**src/mmu_pkg.sv**
```systemverilog
package mmu_pkg;

    // bus geometry
    localparam int WORD_W   = 32;
    localparam int SEG_W    = 3;
    localparam int OFFSET_W = WORD_W - SEG_W;

    typedef logic [WORD_W-1:0] word_t;  // data or address word
    typedef logic [SEG_W-1:0]  seg_t;   // address bits 31..29

    // unmapped kernel segments
    localparam seg_t SEG_KSEG0 = 3'b100;  // cached window
    localparam seg_t SEG_KSEG1 = 3'b101;  // uncached window

    // user segment is shifted up by a fixed amount
    localparam word_t KUSEG_OFFSET = 32'h4000_0000;

    // uncached register block size in words
    localparam int MMIO_WORDS = 16;

    typedef struct packed {
        seg_t                seg;
        logic [OFFSET_W-1:0] offset;
    } vaddr_fields_t;

    // one virtual address, seen as a plain word or split into segment and offset
    typedef union packed {
        word_t         raw;
        vaddr_fields_t f;
    } vaddr_u;

endpackage

```
**src/sramx_if.sv**
```systemverilog
`timescale 1ns/1ps

interface sramx_if;
    import mmu_pkg::*;

    // master side
    logic  req;
    logic  wr;     // 1 for store
    word_t addr;
    word_t wdata;

    // slave side
    logic  addr_ok;  // request accepted when req && addr_ok
    logic  data_ok;  // one per accepted request, in order
    word_t rdata;

    modport master (
        output req,
        output wr,
        output addr,
        output wdata,
        input  addr_ok,
        input  data_ok,
        input  rdata
    );

    modport slave (
        input  req,
        input  wr,
        input  addr,
        input  wdata,
        output addr_ok,
        output data_ok,
        output rdata
    );

endinterface

```
**src/access_dispatch.sv**
```systemverilog
`timescale 1ns/1ps

module access_dispatch (
    input  logic           aclk,
    input  logic           aresetn,
    sramx_if.slave         cpu,
    input  mmu_pkg::word_t i_paddr,
    input  logic           i_uncached,
    sramx_if.master        cached_bus,
    sramx_if.master        uncached_bus
);
    import mmu_pkg::*;

    // pipeline state
    logic data_done;      // data stage holds no pending response
    logic data_uncached;  // pending response comes from the uncached side

    logic  sel_addr_ok;   // addr_ok of the target chosen for the request stage
    logic  sel_data_ok;   // data_ok of the target owning the data stage
    word_t sel_rdata;
    logic  data_ready;    // data stage empty or retiring this cycle
    logic  stage_ready;   // request stage can move into the data stage
    logic  issue;         // forward req to a target

    assign sel_addr_ok = i_uncached ? uncached_bus.addr_ok : cached_bus.addr_ok;
    assign sel_data_ok = data_uncached ? uncached_bus.data_ok : cached_bus.data_ok;
    assign sel_rdata   = data_uncached ? uncached_bus.rdata : cached_bus.rdata;

    assign data_ready  = data_done || sel_data_ok;
    assign stage_ready = data_ready && sel_addr_ok;

    // hold req back while the other target still owes a response,
    // otherwise a fast cached reply could overtake a slow uncached one
    assign issue = cpu.req && data_ready;

    assign cpu.addr_ok = cpu.req && stage_ready;
    assign cpu.data_ok = !data_done && sel_data_ok;
    assign cpu.rdata   = sel_rdata;

    // cached target
    assign cached_bus.req   = issue && !i_uncached;
    assign cached_bus.wr    = cpu.wr;
    assign cached_bus.addr  = i_paddr;
    assign cached_bus.wdata = cpu.wdata;

    // uncached target
    assign uncached_bus.req   = issue && i_uncached;
    assign uncached_bus.wr    = cpu.wr;
    assign uncached_bus.addr  = i_paddr;
    assign uncached_bus.wdata = cpu.wdata;

    always_ff @(posedge aclk) begin
        if (aresetn) begin  // synchronous, active high
            data_done     <= 1'b1;  // data stage starts empty
            data_uncached <= 1'b0;
        end else if (cpu.addr_ok) begin
            // request moves into the data stage
            data_done     <= 1'b0;
            data_uncached <= i_uncached;
        end else if (sel_data_ok) begin
            data_done <= 1'b1;
        end
    end

endmodule

```
**src/flat_wrapper.sv**
```systemverilog
// flat-port wrapper written by rule: the top's interface ports become plain ports
module access_dispatch_flat import mmu_pkg::*;
  (aclk, aresetn, i_paddr, i_uncached, cpu_req, cpu_wr, cpu_addr, cpu_wdata, cpu_addr_ok, cpu_data_ok, cpu_rdata, cached_bus_req, cached_bus_wr, cached_bus_addr, cached_bus_wdata, cached_bus_addr_ok, cached_bus_data_ok, cached_bus_rdata, uncached_bus_req, uncached_bus_wr, uncached_bus_addr, uncached_bus_wdata, uncached_bus_addr_ok, uncached_bus_data_ok, uncached_bus_rdata);
  sramx_if cpu_i ();
  sramx_if cached_bus_i ();
  sramx_if uncached_bus_i ();
  input  logic aclk;
  input  logic aresetn;
  input  mmu_pkg::word_t i_paddr;
  input  logic i_uncached;
  input wire logic [$bits(cpu_i.req)-1:0] cpu_req;
  input wire logic [$bits(cpu_i.wr)-1:0] cpu_wr;
  input wire logic [$bits(cpu_i.addr)-1:0] cpu_addr;
  input wire logic [$bits(cpu_i.wdata)-1:0] cpu_wdata;
  output wire logic [$bits(cpu_i.addr_ok)-1:0] cpu_addr_ok;
  output wire logic [$bits(cpu_i.data_ok)-1:0] cpu_data_ok;
  output wire logic [$bits(cpu_i.rdata)-1:0] cpu_rdata;
  output wire logic [$bits(cached_bus_i.req)-1:0] cached_bus_req;
  output wire logic [$bits(cached_bus_i.wr)-1:0] cached_bus_wr;
  output wire logic [$bits(cached_bus_i.addr)-1:0] cached_bus_addr;
  output wire logic [$bits(cached_bus_i.wdata)-1:0] cached_bus_wdata;
  input wire logic [$bits(cached_bus_i.addr_ok)-1:0] cached_bus_addr_ok;
  input wire logic [$bits(cached_bus_i.data_ok)-1:0] cached_bus_data_ok;
  input wire logic [$bits(cached_bus_i.rdata)-1:0] cached_bus_rdata;
  output wire logic [$bits(uncached_bus_i.req)-1:0] uncached_bus_req;
  output wire logic [$bits(uncached_bus_i.wr)-1:0] uncached_bus_wr;
  output wire logic [$bits(uncached_bus_i.addr)-1:0] uncached_bus_addr;
  output wire logic [$bits(uncached_bus_i.wdata)-1:0] uncached_bus_wdata;
  input wire logic [$bits(uncached_bus_i.addr_ok)-1:0] uncached_bus_addr_ok;
  input wire logic [$bits(uncached_bus_i.data_ok)-1:0] uncached_bus_data_ok;
  input wire logic [$bits(uncached_bus_i.rdata)-1:0] uncached_bus_rdata;
  assign cpu_i.req = cpu_req;
  assign cpu_i.wr = cpu_wr;
  assign cpu_i.addr = cpu_addr;
  assign cpu_i.wdata = cpu_wdata;
  assign cpu_addr_ok = cpu_i.addr_ok;
  assign cpu_data_ok = cpu_i.data_ok;
  assign cpu_rdata = cpu_i.rdata;
  assign cached_bus_req = cached_bus_i.req;
  assign cached_bus_wr = cached_bus_i.wr;
  assign cached_bus_addr = cached_bus_i.addr;
  assign cached_bus_wdata = cached_bus_i.wdata;
  assign cached_bus_i.addr_ok = cached_bus_addr_ok;
  assign cached_bus_i.data_ok = cached_bus_data_ok;
  assign cached_bus_i.rdata = cached_bus_rdata;
  assign uncached_bus_req = uncached_bus_i.req;
  assign uncached_bus_wr = uncached_bus_i.wr;
  assign uncached_bus_addr = uncached_bus_i.addr;
  assign uncached_bus_wdata = uncached_bus_i.wdata;
  assign uncached_bus_i.addr_ok = uncached_bus_addr_ok;
  assign uncached_bus_i.data_ok = uncached_bus_data_ok;
  assign uncached_bus_i.rdata = uncached_bus_rdata;
  access_dispatch u_core (.aclk(aclk), .aresetn(aresetn), .cpu(cpu_i), .i_paddr(i_paddr), .i_uncached(i_uncached), .cached_bus(cached_bus_i), .uncached_bus(uncached_bus_i));
endmodule
```
**config.mk**
```make
export PLATFORM = sky130hd
export DESIGN_NAME = access_dispatch_flat
export DESIGN_NICKNAME = d
export VERILOG_FILES = /design/src/mmu_pkg.sv /design/src/sramx_if.sv /design/src/access_dispatch.sv /design/src/flat_wrapper.sv
export SDC_FILE = /design/constraint.sdc
export NUM_CORES = 1
export LEC_CHECK = 0
export BUFFER_PORTS_ARGS = -buffer_cell sky130_fd_sc_hd__buf_4
export CAP_MARGIN = 10
export CORE_AREA = 2 2 130 132
export CTS_CLUSTER_SIZE = 25
export DETAILED_ROUTE_END_ITERATION = 7
export DIE_AREA = 0 0 132 134
export PLACE_DENSITY = 0.36
export SETUP_SLACK_MARGIN = 0.02
export SLEW_MARGIN = 20
export SYNTH_ARGS = -nofsm -noshare
export SYNTH_HDL_FRONTEND = slang
export SYNTH_SLANG_ARGS = --single-unit
```
**constraint.sdc**
```tcl
create_clock -name aclk -period 3.4 [get_ports aclk]
set_clock_uncertainty 0.1 [all_clocks]
set_input_delay 0.34 -clock aclk [delete_from_list [all_inputs] [get_ports aclk]]
set_output_delay 0.34 -clock aclk [all_outputs]
set_load 0.05 [all_outputs]
```
==> metrics.csv <==
metric,value,unit
status,"finished, final reports clean",
postcts setup bufs,0,
hold violation total from the final report,0,
HP Class,in2reg,
max-cap viol count,0,
main area contributors after synthesis,"buf_4 (66%), mux2_2 (24%), dfxtp_1 (2.6%), mux2_4 (0.99%), o2111ai_2 (0.99%)",
synthesis warning total,0,
floorplan core area,16300,um2
Overflow after GRT,0,
Seq cells post-synth,2,
die area,17700,um2
Cell variety after synth,16,
Setup crit end kind,output pin,
Clk pwr share,36.2,%
power density over cell area,291,nW/um2
drt first pass iters,4,
total wire length,4.02,mm
Final Critical Period,2270,ps
worst path cell trace,"buf_4, mux2_2, buf_4",
max incr delay on CP,690,ps
largest net degree at the start of global routing,24,
share of cells above drive strength 1,91.3,%
All-Layer GR Usage,4.21,%
sum of negative setup slack,0,ps
Critical Path AT,1830,ps
Final Max Slew Viols,0,
Antenna diodes,0,
NetSw,190,uW
worst-skew pair later-pin latency,220,ps
worst-margin pin slew,578,ps
final setup violation count,0,
"Core Util, Final",10.3,%
antenna violations before repair,0,
dpl hpwl,3.43,mm
post-route ant nets,0,
total number of vias,939,
GP Congestion,0.754,
CP Launch Type,register,
"most used cell, CP",buf_4,
sequential area share after synthesis,2.63,%
Area growth syn-to-layout,10.0,%
Initial DRC Count,8,
nets,332,
"Slowest-stage cell, CP",dfxtp_2,
Crit Path Class,reg2out,
P_int,298,uW
Die Height,134,um
htree depth,1,
vias in the first global route,1087,
Combinational Power Share,57.4,%
Pleak,0.729,nW
"most common cell after layout, fill and taps aside",buf_4,
fill count,1906,
Peak VDD IR,0.106,mV
Synth area leader,buf_4,
syn_nets,353,
Syn Area/Cell,8.28,um2
Port Buffers,107,
R2R Setup Slk,1860,ps
Starting Density,9.35,%
Remaining DRCs,0,
maximum root-to-sink buffer count,2,
Die Width,132,um
area fraction of the dominant cell type after synthesis,65.6,%
"CTS clk-pin slew, worst paths",30,ps
Root Driver,clkbuf_16,
cell area after synthesis,1520,um2
post-CTS sizing,0,
Num CTS Buffers,3,
Final Non-Filler Cells,381,
most frequent cells in the layout,"buf_4 (108), mux2_2 (32), clkbuf_16 (3)",
drt via density,2.46,
relative slew slack,61.5,%
Row Count,47,
number of instances in the placed design,378,
# IOs,335,
Worst EP required,2960,ps
fmax,441,MHz
Switching Fraction,38.9,%
final worst path period share,66.6,%
Gate Count Post-Synth,184,
RSZ-0062 raised after global routing,false,
worst-path fanout max,23,
Clock Sinks,2,
Post-CTS Hold Fix Bufs,0,
Seq pwr share,6.4,%
wire length of the first global-routing pass,5.89,mm
CTS tree,built,
WL per Instance,10.5,um
power groups by stage:
stage	Sequential [mW]	Clock (mW)	Combinational, mW
finish	0.0313	0.176	0.280
floorplan	0.0262	0	0.581
global placement	0.0319	0	0.282
global route	0.0323	0.180	0.294
CTS	0.0316	0.177	0.283
detailed placement	0.0319	0	0.283
layout make-up:
cell class | count | area, um2 | share of cell area, %
sequential | 2 | 41.3 | 2.46
timing repair buffer | 108 | 811 | 48.4
tap | 220 | 275 | 16.4
clock buffer | 3 | 75.1 | 4.48
multi-input combinational | 48 | 473 | 28.2
cell usage after synthesis:
master,instances
buf_4,133
mux2_2,32
a21oi_1,2
dfxtp_1,2
nand2b_1,2
nor2_1,2
o21ai_0,2
a21bo_2,1
a21o_1,1
and3_1,1
buf_6,1
mux2_4,1
mux2i_1,1
nand2_1,1
o2111ai_2,1
o21ai_1,1
routing by layer:
| layer | GRT usage (%) | vias to the layer above | wire length (um) |
|---|---|---|---|
| met5 | 0 | - | 0 |
| met4 | 3.74 | 0 | 225 |
| met3 | 2.23 | 27 | 588 |
| met2 | 6.45 | 95 | 1830 |
| met1 | 4.17 | 396 | 1370 |
| li1 | - | 421 | - |
critical path, delay by kind of cell (launching register included):
kind,cells,cell delay [ps]
flops,1,690
buf+inv,2,530
mux,1,380
cell families (layout without fill, tap and decap cells):
kind of cell	Yosys count	after routing	synth area share, %
compound gates	8	8	3.78
buf+inv	134	111	66.3
flops	2	2	2.63
mux	34	34	25.3
simple gates	6	6	1.97
state kept, by name, indices dropped and copies added, names as in the netlist:
register / cells
u_core.data_done: 1
u_core.data_uncached: 1
path summary, 6_finish.rpt:
path                                             end  cells past startpoint            startpoint
worst max-delay path                   cpu_rdata[10]                      3  u_core.data_uncached
worst min-delay path            u_core.data_uncached                      2               aresetn
worst max register to register  u_core.data_uncached                      3  u_core.data_uncached
worst min register to register  u_core.data_uncached                      2      u_core.data_done
stage by stage:
step	cell area [um2]	power, mW	setup WS (ps)	hold WS [ps]
finish	1680	0.487	1130	191
global route	1680	0.507	991	201
CTS	1680	0.492	1060	198
detailed placement	1600	0.314	1290	425
global placement	1600	0.314	1310	418
floorplan	1520	0.607	1510	309
No activity file was read; power rests on OpenSTA's default activity.
