<file path="src/mmu_pkg.sv">
package mmu_pkg;

    // bus geometry
    localparam int WORD_W   = 32;
    localparam int SEG_W    = 3;
    localparam int OFFSET_W = WORD_W - SEG_W;

    typedef logic [WORD_W-1:0] word_t;  // data or address word
    typedef logic [SEG_W-1:0]  seg_t;   // address bits 31..29

    // unmapped kernel segments
    localparam seg_t SEG_KSEG0 = 3'b100;  // cached window
    localparam seg_t SEG_KSEG1 = 3'b101;  // uncached window

    // user segment is shifted up by a fixed amount
    localparam word_t KUSEG_OFFSET = 32'h4000_0000;

    // uncached register block size in words
    localparam int MMIO_WORDS = 16;

    typedef struct packed {
        seg_t                seg;
        logic [OFFSET_W-1:0] offset;
    } vaddr_fields_t;

    // one virtual address, seen as a plain word or split into segment and offset
    typedef union packed {
        word_t         raw;
        vaddr_fields_t f;
    } vaddr_u;

endpackage

</file>
<file path="src/sramx_if.sv">
`timescale 1ns/1ps

interface sramx_if;
    import mmu_pkg::*;

    // master side
    logic  req;
    logic  wr;     // 1 for store
    word_t addr;
    word_t wdata;

    // slave side
    logic  addr_ok;  // request accepted when req && addr_ok
    logic  data_ok;  // one per accepted request, in order
    word_t rdata;

    modport master (
        output req,
        output wr,
        output addr,
        output wdata,
        input  addr_ok,
        input  data_ok,
        input  rdata
    );

    modport slave (
        input  req,
        input  wr,
        input  addr,
        input  wdata,
        output addr_ok,
        output data_ok,
        output rdata
    );

endinterface

</file>
<file path="src/mmio_dev.sv">
`timescale 1ns/1ps

module mmio_dev #(
    parameter int UNCACHED_LATENCY = 3
) (
    input  logic   aclk,
    input  logic   aresetn,
    sramx_if.slave bus
);
    import mmu_pkg::*;

    localparam int IDX_W = $clog2(MMIO_WORDS);
    localparam int CNT_W = (UNCACHED_LATENCY > 1) ? $clog2(UNCACHED_LATENCY) : 1;

    if (UNCACHED_LATENCY < 1) begin : g_bad_latency
        $error("mmio_dev needs UNCACHED_LATENCY of at least 1");
    end

    word_t            regs [MMIO_WORDS];
    logic             busy;
    logic [CNT_W-1:0] cnt;        // cycles left before the finishing edge
    logic             accept;
    logic             finish;
    logic [IDX_W-1:0] idx;
    logic             wr_q;
    logic [IDX_W-1:0] idx_q;
    word_t            wdata_q;
    logic             op_wr;
    logic [IDX_W-1:0] op_idx;
    word_t            op_wdata;
    logic             data_ok_q;
    word_t            rdata_q;

    assign idx = IDX_W'((bus.addr >> 2) % MMIO_WORDS);

    assign bus.addr_ok = bus.req && !busy;  // one access at a time
    assign accept      = bus.req && bus.addr_ok;
    assign bus.data_ok = data_ok_q;
    assign bus.rdata   = rdata_q;

    // with latency 1 the access completes straight from the bus fields
    assign op_wr    = busy ? wr_q : bus.wr;
    assign op_idx   = busy ? idx_q : idx;
    assign op_wdata = busy ? wdata_q : bus.wdata;
    assign finish   = busy ? (cnt == CNT_W'(1)) : (accept && UNCACHED_LATENCY == 1);

    always_ff @(posedge aclk) begin
        if (aresetn) begin
            busy      <= 1'b0;
            cnt       <= '0;
            data_ok_q <= 1'b0;
            for (int i = 0; i < MMIO_WORDS; i++) begin
                regs[i] <= '0;
            end
        end else begin
            data_ok_q <= finish;
            if (accept && !finish) begin
                busy <= 1'b1;
                cnt  <= CNT_W'(UNCACHED_LATENCY - 1);
            end else if (busy) begin
                if (finish) begin
                    busy <= 1'b0;  // free again in the data_ok cycle
                end else begin
                    cnt <= cnt - CNT_W'(1);
                end
            end
            if (finish && op_wr) begin
                regs[op_idx] <= op_wdata;  // store lands at the end of the count
            end
        end
    end

    // request payload
    always_ff @(posedge aclk) begin
        if (accept) begin
            wr_q    <= bus.wr;
            idx_q   <= idx;
            wdata_q <= bus.wdata;
        end
        if (finish && !op_wr) begin
            rdata_q <= regs[op_idx];
        end
    end

endmodule

</file>
<file path="src/flat_wrapper.sv">
// flat-port wrapper written by rule: the top's interface ports become plain ports
module mmio_dev_flat import mmu_pkg::*;
#(
    parameter int UNCACHED_LATENCY = 3
)
  (aclk, aresetn, bus_req, bus_wr, bus_addr, bus_wdata, bus_addr_ok, bus_data_ok, bus_rdata);
  sramx_if bus_i ();
  input  logic aclk;
  input  logic aresetn;
  input wire logic [$bits(bus_i.req)-1:0] bus_req;
  input wire logic [$bits(bus_i.wr)-1:0] bus_wr;
  input wire logic [$bits(bus_i.addr)-1:0] bus_addr;
  input wire logic [$bits(bus_i.wdata)-1:0] bus_wdata;
  output wire logic [$bits(bus_i.addr_ok)-1:0] bus_addr_ok;
  output wire logic [$bits(bus_i.data_ok)-1:0] bus_data_ok;
  output wire logic [$bits(bus_i.rdata)-1:0] bus_rdata;
  assign bus_i.req = bus_req;
  assign bus_i.wr = bus_wr;
  assign bus_i.addr = bus_addr;
  assign bus_i.wdata = bus_wdata;
  assign bus_addr_ok = bus_i.addr_ok;
  assign bus_data_ok = bus_i.data_ok;
  assign bus_rdata = bus_i.rdata;
  mmio_dev #(.UNCACHED_LATENCY(UNCACHED_LATENCY)) u_core (.aclk(aclk), .aresetn(aresetn), .bus(bus_i));
endmodule
</file>
<file path="config.mk">
export PLATFORM = sky130hd
export DESIGN_NAME = mmio_dev_flat
export DESIGN_NICKNAME = d
export VERILOG_FILES = /design/src/mmu_pkg.sv /design/src/sramx_if.sv /design/src/mmio_dev.sv /design/src/flat_wrapper.sv
export SDC_FILE = /design/constraint.sdc
export NUM_CORES = 1
export LEC_CHECK = 0
export ABC_AREA = 0
export BUFFER_PORTS_ARGS = -buffer_cell sky130_fd_sc_hd__buf_2
export CAP_MARGIN = 20
export CORE_MARGIN = 2
export CORE_UTILIZATION = 60
export CTS_BUF_LIST = sky130_fd_sc_hd__clkbuf_4 sky130_fd_sc_hd__clkbuf_8 sky130_fd_sc_hd__clkbuf_16
export CTS_CLUSTER_DIAMETER = 50
export DETAILED_ROUTE_END_ITERATION = 12
export GPL_TIMING_DRIVEN = 0
export PLACE_DENSITY_LB_ADDON = 0.1
export SKIP_LAST_GASP = 1
export SYNTH_ARGS = -nofsm -noshare
export SYNTH_HDL_FRONTEND = slang
export SYNTH_SLANG_ARGS = --single-unit
</file>
<file path="constraint.sdc">
create_clock -name aclk -period 5.6 [get_ports aclk]
set_input_delay 1.12 -clock aclk [delete_from_list [all_inputs] [get_ports aclk]]
set_output_delay 1.12 -clock aclk [all_outputs]
set_load 0.02 [all_outputs]
</file>
==> results of run 1 <==
[report_power, final]
| part | internal, uW | switching (uW) | total [uW] |
|---|---|---|---|
| clock | 2370 | 1710 | 4080 |
| sequential | 4970 | 48.8 | 5020 |
| combinational | 284 | 716 | 1000 |
| total | 7630 | 2470 | 10100 |
[cell type report]
cell class                      count  area share, %
Inverter                            2         0.0250
Tap cell                          592           2.46
Clock buffer                       75           5.51
Buffer                            232           3.42
Clock inverter                     37           1.19
Multi-Input combinational cell   1354           27.3
Timing Repair Buffer               82           1.77
Sequential cell                   585           58.3
[worst reg2reg max path, delay by kind of cell (launching register included)]
kind,cells,cell delay (ns)
fa+ha+maj,1,0.25
simple gates,4,2.31
flops,1,0.35
[logic make-up (layout without fill, tap and decap cells)]
logic type               count (synthesis)  after routing
adder cells (fa/ha/maj)                  1              1
flip-flops                             585            585
multiplexers                           163            163
AND/OR/NAND/NOR                        798            798
buffers and inverters                  234            428
AO/OA/AOI/OAI                          392            392
[final timing paths]
kind                               startpoint  slack (ns)  cells past startpoint                   to
worst max-delay path              u_core.busy        1.50                      6          bus_addr_ok
worst min-delay path            u_core.cnt[1]        0.48                      2        u_core.cnt[1]
worst max register to register  u_core.cnt[0]        2.28                      5  u_core.regs[12][11]
worst min register to register  u_core.cnt[1]        0.48                      2        u_core.cnt[1]
[per-stage QoR]
step | hold slack, ns | setup WS [ns] | instances | power, uW | util [%]
final | 0.481 | 1.50 | 2959 | 10100 | 68.2
after global routing | 0.526 | 1.47 | 2959 | 10300 | 68.2
after CTS | 0.474 | 1.54 | 2959 | 10100 | 68.2
after detailed placement | 0.464 | 1.79 | 2847 | 6080 | 63.6
after global placement | 0.454 | 0.0542 | 2838 | 6040 | 63.1
after floorplan | 0.440 | 1.42 | 2173 | 5690 | -
[state kept, by name, indices dropped and copies added, names as in the netlist]
signal / flops
u_core.bus.data_ok: 1
u_core.bus.rdata: 32
u_core.busy: 1
u_core.cnt: 2
u_core.idx_q: 4
u_core.regs: 512
u_core.wdata_q: 32
u_core.wr_q: 1
[layer usage]
layer	vias up	routed length [um]	global-route usage, %	part of all wire [%]
li1	8484	-	-	-
met1	9421	30000	46.3	39
met5	-	13	0	0.017
met3	114	9520	9.62	13
met4	2	1990	9.59	2.6
met2	1013	34500	50.4	45
[placed cells by master, fill, tap and decap left out, drive strengths merged, types with 2 or more instances in the layout]
cell and instances:
and3b 5, mux2i 162, nand2b 26, o21ai 132, o32a 64, clkinv 22
or4 32, a41oi 128, inv 5, nand2 137, bufinv 6, a21oi 2
clkinvlp 6, dfxtp 4, nor2 519, nor3 4, edfxtp 581, nor3b 3
buf 171, and4b 64, o22ai 64, clkbuf 218, nor2b 3, or2 2
==> summary.txt, run 1 <==
Worst setup path
  • Worst Setup End Kind: primary output
  • Crit path top cell by count: buf_2
  • CP top delay family: buffers and inverters
  • CP Launch Type: flop
  • Setup CP Type: flop to primary output
  • Buffers & Inverters on Critical Path: 5
  • Worst path required time: 4.48 ns
  • CP arrival: 2.98 ns
  • CP Max Fanout: 22
  • CP peak stage delay: 0.70 ns
  • Critical path, cell by cell: buf_6, buf_4, buf_2, clkbuf_1, nor2b_4, buf_2
  • Slowest CP cell: clkbuf_1

Final layout
  • Final nets: 2387
  • FF+latch area: 17500 sq um
  • Area of the multi-input gates: 8220 sq um
  • Syn-to-layout area delta: 12.5%
  • Ant. Diodes: 0
  • Share of cells above drive strength 1: 12.5%
  • Fill count: 3244
  • Design area: 30100 sq um

Power
  • P_leak: 0.0107 uW
  • PwrDens: 336 nW/um^2
  • Worst ir drop on vdd: 0.282 mV

Synthesis
  • Post-Synth XOR/XNOR Area: 0%
  • Post-synth top cells: 581 x edfxtp_1, 519 x nor2_1, 162 x mux2i_1, 141 x clkbuf_1, 137 x nand2_1
  • Synth Area in Adders: 0.0468%
  • Post-synth top flop: edfxtp_1
  • Seq/Total Area, Yosys: 65.5%
  • Synth Area in Compound Gates: 10.7%
  • Mux cell area share after synthesis: 6.12%
  • Yosys cell types: 37
  • Cell with the most instances after synthesis: edfxtp_1
  • Post-synth EDFFs: 581
  • Largest family of logic cells by synthesized area: simple AND/OR/NAND/NOR gates
  • Area fraction of the dominant cell type after synthesis: 65.2%
  • Post-synthesis register bit count: 585
  • Avg Synthesized Cell Area: 12.3 sq um
  • Net Count, Synth: 2242
  • Async set-reset flop share out of synthesis: 0%
  • Synthesized area: 26700 sq um
  • Number of synthesis warnings: 0
  • Main area contributors after synthesis: edfxtp_1 65%, nor2_1 7.3%, mux2i_1 6.1%
  • Synth Area in Simple Gates: 13.7%
  • Yosys top cell by area: edfxtp_1
  • Gate count of the mapped netlist: 2173

GRT
  • Vias in the first global route: 18424
  • Grt ovf: 0
  • Largest net degree at the start of global routing: 33
  • Antenna violations before repair: 9
  • First-pass GRT wire length: 113 mm
  • Gr usage total: 33.0%

Clocking
  • Clock Root Buffer: clkbuf_16
  • CTS tree: yes
  • Clk buf depth: 3
  • CTS Hold Bufs: 0
  • Num Clock Sinks: 585
  • Post-CTS Setup Bufs: 0
  • Worst-path clk slew: 0.06 ns
  • Clock Latency Late Sink: 0.64 ns
  • # H-tree levels: 2
  • TritonCTS buffer count: 61
  • Post-CTS sizing: 0

Placed design
  • Buffers on Ports: 73
  • Gpl congestion: 0.970
  • Dpl hpwl: 55.7 mm
  • Placed instance area: 28100 sq um

STA
  • Final setup violation count: 0
  • Tmin final: 4.10 ns
  • RSZ-0062 raised after global routing: no
  • Worst-margin pin slew: 1.20 ns
  • Fin. Hold Viols: 0
  • Worst rel slew slack: 19.2%
  • Fin Setup TNS: 0 ns
  • Period Utilization, post-route: 73.2%
  • Max Fclk: 0.244 GHz
  • Final count of pins violating max slew: 0
  • Setup Skew: 0.0235 ns

Route
  • DRT antenna net count: 0
  • # DRC: 0
  • Routed WL per cell: 25.7 um
  • Final WL: 76.0 mm
  • DRT iter0 DRCs: 2560
  • Vias: 19034
  • DR vias/cell: 6.43
  • DRT Pass-1 Iters: 10

Run
  • Max Cap Viol: 0

Die
  • Starting Density: 60.6%
  • Die width: 215 um
  • Core Region: 44100 sq um
  • Die Y: 215 um
  • Row Count: 77
  • Die area: 46300 sq um
  • Top-Level Pins: 102

Worst hold path
  • Worst min-delay path class: flop to flop

Outcome
  • Status: complete, no violations
Note: power is estimated with default switching activity, not from simulation.
==> inputs of run 2 (changes only) <==
--- a/config.mk
+++ b/config.mk
@@ -9,7 +9,7 @@
 export BUFFER_PORTS_ARGS = -buffer_cell sky130_fd_sc_hd__buf_2
 export CAP_MARGIN = 20
 export CORE_MARGIN = 2
-export CORE_UTILIZATION = 60
+export CORE_UTILIZATION = 56
 export CTS_BUF_LIST = sky130_fd_sc_hd__clkbuf_4 sky130_fd_sc_hd__clkbuf_8 sky130_fd_sc_hd__clkbuf_16
 export CTS_CLUSTER_DIAMETER = 50
 export DETAILED_ROUTE_END_ITERATION = 12
==> constraint.sdc (replaced) <==
create_clock -name aclk -period 3.7 [get_ports aclk]
set_input_delay 0.74 -clock aclk [delete_from_list [all_inputs] [get_ports aclk]]
set_output_delay 0.74 -clock aclk [all_outputs]
set_load 0.02 [all_outputs]
==> run 2 against run 1 <==
Net effect: clock skew is 0.0083 ns lower; hold slack worse by 0.19 ns; first-iteration DRC count up 7.2%; die area is 7.0% higher; clock power is 41% higher; sequential power is 51% higher; flip-flop and latch count unchanged; cell count up 0.81%; combinational power grew 53%; largest power group unchanged.
==> summary.txt, run 2 (synthesized netlist as in run 1, its figures left out) <==
Final layout
  • Share of cells above drive strength 1: 12.4% (-0.090 points)
  • Biggest register: u_core.regs
  • Commonest non-fill, non-tap cells in the layout: 581 x edfxtp_1, 519 x nor2_1, 162 x mux2i_1, 141 x clkbuf_1, 138 x buf_2
  • Ant. Diodes: 0 (unchanged)
  • Syn-to-layout area delta: 12.4% (about the same)
  • Final nets: 2392 (+0.21%)
  • Fill count: 3730 (+15%)
  • Max reg flops: 512 (unchanged)
  • Commonest non-fill, non-tap cell in the layout: edfxtp_1

Power
  • Worst ir drop on vdd: 0.368 mV (+31%)
  • P_leak: 0.0107 uW (-0.22%)
  • PwrDens: 496 nW/um^2 (+48%)

GRT
  • Gr usage total: 33.1% (+0.19 points)
  • Largest net degree at the start of global routing: 33 (unchanged)
  • Vias in the first global route: 19083 (+3.6%)
  • Antenna violations before repair: 3 (-6)
  • First-pass GRT wire length: 120 mm (+6.4%)
  • GR Util met1: 43.2% (-3.0 points)
  • Met3 Use GR: 7.59% (-2.0 points)
  • Grt ovf: 0 (unchanged)
  • Grt peak-use layer: met2
  • Met2 usage in global routing: 53.7% (+3.3 points)

Clocking
  • Post-CTS Setup Bufs: 0 (unchanged)
  • Post-CTS sizing: 0 (unchanged)
  • Clock Root Buffer: clkbuf_16
  • Clock Latency Late Sink: 0.63 ns (about the same)
  • Num Clock Sinks: 585 (unchanged)
  • CTS tree: yes
  • Worst-path clk slew: 0.06 ns (about the same)
  • TritonCTS buffer count: 60 (-1.6%)
  • # H-tree levels: 2 (unchanged)
  • Clk buf depth: 3 (unchanged)
  • CTS Hold Bufs: 0 (unchanged)

Worst setup path
  • CP Launch Type: flop
  • Worst Setup End Kind: primary output
  • Worst path required time: 2.96 ns (-1.52 ns)
  • CP Max Fanout: 17 (-23%)
  • CP arrival: 2.87 ns (-0.11 ns)
  • Setup CP Type: flop to primary output

Die
  • Die area: 49500 sq um (+7.0%)
  • Starting Density: 56.4% (-4.2 points)
  • Die Y: 223 um (+3.4%)
  • Row Count: 80 (+3.9%)
  • Top-Level Pins: 102 (unchanged)
  • Die width: 223 um (+3.4%)
  • Core Region: 47400 sq um (+7.5%)

Outcome
  • Status: complete, no violations

STA
  • Fin Setup TNS: 0 ns (unchanged)
  • Final setup violation count: 0 (unchanged)
  • Final count of pins violating max slew: 0 (unchanged)
  • Period Utilization, post-route: 97.5%
  • Worst-margin pin slew: 1.14 ns (-0.0633 ns)
  • Tmin final: 3.61 ns
  • RSZ-0062 raised after global routing: no
  • Hold_ws: 0.286 ns (-0.194 ns)
  • Max Fclk: 0.277 GHz
  • Fin. Hold Viols: 0 (unchanged)
  • Worst rel slew slack: 21.9% (+2.7 points)
  • Setup Skew: 0.0151 ns (-0.00832 ns)

Run
  • Max Cap Viol: 0 (unchanged)

Route
  • DR vias/cell: 6.53 (+1.5%)
  • Final WL: 82.0 mm (+7.8%)
  • Routed WL per cell: 27.5 um (+6.9%)
  • DRT antenna net count: 0 (unchanged)
  • # DRC: 0 (unchanged)
  • DRT Pass-1 Iters: 8 (-2)
  • DRT iter0 DRCs: 2745 (+7.2%)
  • Vias: 19479 (+2.3%)

Worst hold path
  • Worst min-delay path class: input port to flop

Placed design
  • Gpl congestion: 0.938 (-3.3%)
  • Dpl hpwl: 57.7 mm (+3.6%)
  • Buffers on Ports: 73 (unchanged)
==> run 2: cell types whose count changed in the layout (fill, tap and decap cells not counted), sizes merged <==
cell,before,now
buf,171,177
clkinv,22,29
inv,5,3
bufinv,6,2
clkbuf,218,215
clkinvlp,6,3
==> run 2: area by class of cell <==
class,instances,area (sq um),share of cell area (%)
clock buffers,72,1610,5.36
plain buffers,232,1030,3.43
multi-input cells,1354,8230,27.4
repair buffers,88,651,2.17
clock inverters,35,221,0.737
well taps,615,769,2.56
flip-flops and latches,585,17500,58.3
inverters,2,7.51,0.0250
==> run 2: power breakdown <==
| part | switching (uW) | total [uW] | leakage (uW) | internal (uW) |
|---|---|---|---|---|
| logic | 1090 | 1530 | 0.00382 | 442 |
| registers | 75.6 | 7590 | 0.00596 | 7520 |
| clock network | 2560 | 5770 | 0.000914 | 3210 |
==> run 2: through the flow <==
stage	setup WS (ns)	total power (uW)	area, sq um	cells	utilization, %
after global routing	0.0306	15200	30000	2983	63.3
final	0.0939	14900	30000	2983	63.3
after CTS	0.0757	14900	30000	2982	63.3
after global placement	-2.23	9170	27900	2861	58.8
after detailed placement	-0.172	9230	28200	2875	59.4
after floorplan	0.0786	8610	26700	2173	-
==> run 2: metal layers <==
layer / part of all wire (%) / wire (um) / vias to the layer above
li1: - / - / 8493
met1: 38 / 31100 / 9649
met2: 47 / 38800 / 1108
met3: 11 / 8660 / 227
met4: 4.2 / 3430 / 2
met5: 0.0098 / 8 / -
==> run 2: worst paths after layout <==
check / startpoint / slack, ns / end / depth (start not counted)
hold reg to reg: u_core.cnt[1] / 0.49 / u_core.cnt[1] / 2
hold / removal: bus_wr / 0.29 / u_core.wr_q / 1
setup reg to reg: u_core.busy / 0.12 / u_core.regs[9][23] / 8
setup / recovery: u_core.busy / 0.09 / bus_addr_ok / 6
==> run 2: worst max-delay path: stages, from the launching register on <==
cell,delay (ns)
dfxtp_1,0.31
buf_6,0.14
buf_4,0.19
buf_2,0.21
clkbuf_1,0.38
nor2b_4,0.69
buf_2,0.29
==> inputs of run 3 (changes only) <==
--- a/config.mk
+++ b/config.mk
@@ -9,8 +9,8 @@
 export BUFFER_PORTS_ARGS = -buffer_cell sky130_fd_sc_hd__buf_2
 export CAP_MARGIN = 20
 export CORE_MARGIN = 2
-export CORE_UTILIZATION = 56
-export CTS_BUF_LIST = sky130_fd_sc_hd__clkbuf_4 sky130_fd_sc_hd__clkbuf_8 sky130_fd_sc_hd__clkbuf_16
+export CORE_UTILIZATION = 60
+export CTS_BUF_LIST = sky130_fd_sc_hd__clkbuf_4
 export CTS_CLUSTER_DIAMETER = 50
 export DETAILED_ROUTE_END_ITERATION = 12
 export GPL_TIMING_DRIVEN = 0
==> constraint.sdc (replaced) <==
create_clock -name aclk -period 3.9 [get_ports aclk]
set_input_delay 0.78 -clock aclk [delete_from_list [all_inputs] [get_ports aclk]]
set_output_delay 0.78 -clock aclk [all_outputs]
set_load 0.02 [all_outputs]
==> run 3 against run 2 <==
Net effect: via count grew 1.4%; register-to-register slack gained 0.53 ns; sequential power shrank 5.1%; die area shrank 6.5%; critical endpoint unchanged; largest power group unchanged.
==> summary.txt, run 3 (synthesized netlist as in run 1, its figures left out) <==
Worst setup path
  • Worst r2r src: u_core.cnt[0]
  • Crit path launch: u_core.busy
  • Internal reg-to-reg setup slack: 0.65 ns (+0.53 ns)
  • R2R cell count: 5 (-3)
  • CP Max Fanout: 20 (+3)
  • Setup CP Type: flop to primary output
  • CP Launch Type: flop
  • CP arrival: 2.70 ns (-0.17 ns)
  • Worst path required time: 3.12 ns (+0.16 ns)
  • Worst Setup End Kind: primary output
  • Worst reg2reg endpoint: u_core.regs[13][8]

Worst hold path
  • Worst Hold End: u_core.idx_q[2]
  • Worst min-delay path class: input port to flop
  • Min-delay src: bus_addr[4]
  • Worst Hold Depth: 1 (unchanged)

Clocking
  • TritonCTS buffer count: 152 (+150%)
  • Clock Latency Late Sink: 1.00 ns (+0.37 ns)
  • Post-CTS sizing: 0 (unchanged)
  • Worst-path clk slew: 0.07 ns (about the same)
  • Clk buf depth: 3 (unchanged)
  • CTS tree: yes
  • Post-CTS Setup Bufs: 0 (unchanged)
  • # H-tree levels: 4 (+2)
  • Clock Root Buffer: clkbuf_4
  • Num Clock Sinks: 585 (unchanged)

Placed design
  • Placed cell count: 2847 (-0.97%)
  • Gpl congestion: 0.970 (+3.5%)
  • Buffers on Ports: 73 (unchanged)
  • Dpl hpwl: 55.7 mm (-3.5%)

STA
  • Worst rel slew slack: 22.0% (+0.16 points)
  • Fin. Hold Viols: 0 (unchanged)
  • Final count of pins violating max slew: 0 (unchanged)
  • Max Fclk: 0.287 GHz
  • Final setup violation count: 0 (unchanged)
  • Worst-margin pin slew: 1.16 ns (+0.0251 ns)
  • Tmin final: 3.48 ns
  • Period Utilization, post-route: 89.2%
  • Setup Skew: 0.0491 ns (+0.0340 ns)
  • RSZ-0062 raised after global routing: no

Die
  • Die width: 215 um (-3.3%)
  • Row Count: 77 (-3.8%)
  • Top-Level Pins: 102 (unchanged)
  • Core Region: 44100 sq um (-7.0%)
  • Starting Density: 60.6% (+4.2 points)
  • Die area: 46300 sq um (-6.5%)
  • Die Y: 215 um (-3.3%)

GRT
  • Grt ovf: 0 (unchanged)
  • Gr usage total: 33.8% (+0.70 points)
  • First-pass GRT wire length: 114 mm (-4.8%)
  • Antenna violations before repair: 6 (+3)
  • Largest net degree at the start of global routing: 33 (unchanged)
  • Vias in the first global route: 19335 (+1.3%)

Route
  • Vias: 19748 (+1.4%)
  • # DRC: 0 (unchanged)
  • Routed WL per cell: 24.7 um (-10%)
  • DRT antenna net count: 0 (unchanged)
  • DRT iter0 DRCs: 2675 (-2.6%)
  • DR vias/cell: 6.31 (-3.3%)
  • Final WL: 77.2 mm (-5.9%)
  • DRT Pass-1 Iters: 6 (-2)

Power
  • PwrDens: 461 nW/um^2 (-7.1%)
  • P_leak: 0.0110 uW (+2.7%)
  • Worst ir drop on vdd: 0.395 mV (+7.2%)

Final layout
  • Share of cells above drive strength 1: 16.7% (+4.3 points)
  • Commonest non-fill, non-tap cells in the layout: 581 x edfxtp_1, 519 x nor2_1, 219 x clkbuf_4, 162 x mux2i_1, 140 x clkbuf_1
  • Commonest non-fill, non-tap cell in the layout: edfxtp_1
  • Final nets: 2512 (+5.0%)
  • Max reg flops: 512 (unchanged)
  • Core Util, Final: 68.6% (+5.2 points)
  • Syn-to-layout area delta: 13.2%
  • Biggest register: u_core.regs
  • Final std cells w/o fill: 3128 (+4.9%)

Outcome
  • Status: complete, no violations

Run
  • Max Cap Viol: 0 (unchanged)
## run 3: changes by cell type in the layout (fill, tap and decap cells not counted), moves of 8 or more
cell / before / now
dlygate4sd3_1: 0 / 34
clkbuf_16: 61 / 0
clkinv_2: 13 / 3
clkbuf_4: 11 / 219
buf_12: 10 / 2
## run 3: layout make-up
class	count	area [sq um]
Sequential cell	585	17500
Clock buffer	219	1640
Antenna cell	2	5.00
Buffer	231	1030
Timing Repair Buffer	116	872
Clock inverter	26	206
Tap cell	592	741
Multi-Input combinational cell	1355	8230
Fill cell	3315	13900
Inverter	2	7.51
## run 3: what timing repair did
action | in CTS | in global routing
hold buffers | 34 | 0
endpoints found under the hold margin | 34 | 0
setup endpoints to repair | 1 | 0
## run 3: worst max-delay path by stage
stage               slack [ns]  cells after the start                    to
floorplan                 0.24                      5           bus_addr_ok
global placement         -1.31                      6           bus_addr_ok
detailed placement        0.43                      8  u_core.bus.rdata[24]
CTS                       0.34                      5           bus_addr_ok
global route              0.33                      5           bus_addr_ok
finish                    0.42                      5           bus_addr_ok
## run 3: through the flow
step                TNS (ns)  worst slack, ns  area [sq um]  hold WS [ns]  total power [uW]
floorplan                  0            0.239         26700         0.440              8170
global placement      -31.12            -1.31         27800         0.454              8680
detailed placement         0            0.427         28100         0.464              8730
CTS                        0            0.342         30300       0.00620             13900
global route               0            0.328         30300        0.0638             14400
finish                     0            0.421         30300        0.0902             13900
## run 3: critical path, cell delays in order (launching register included)
cell	delay, ns
dfxtp_1	0.33
buf_6	0.15
buf_4	0.25
buf_2	0.57
nor2b_4	0.20
buf_2	0.21
## run 3: layer usage
metal,vias up,GRT usage (%),wire length (um)
li1,8808,-,-
met1,9684,45.0,29900
met2,1108,50.9,35000
met3,148,12.6,9960
met4,0,13.4,2360
met5,-,0,0
## run 3: report_power, final
part           internal [uW]  switching (uW)  leakage, uW
Combinational            430            1030      0.00391
Clock                   2800            2470      0.00112
Sequential              7130            70.4      0.00596
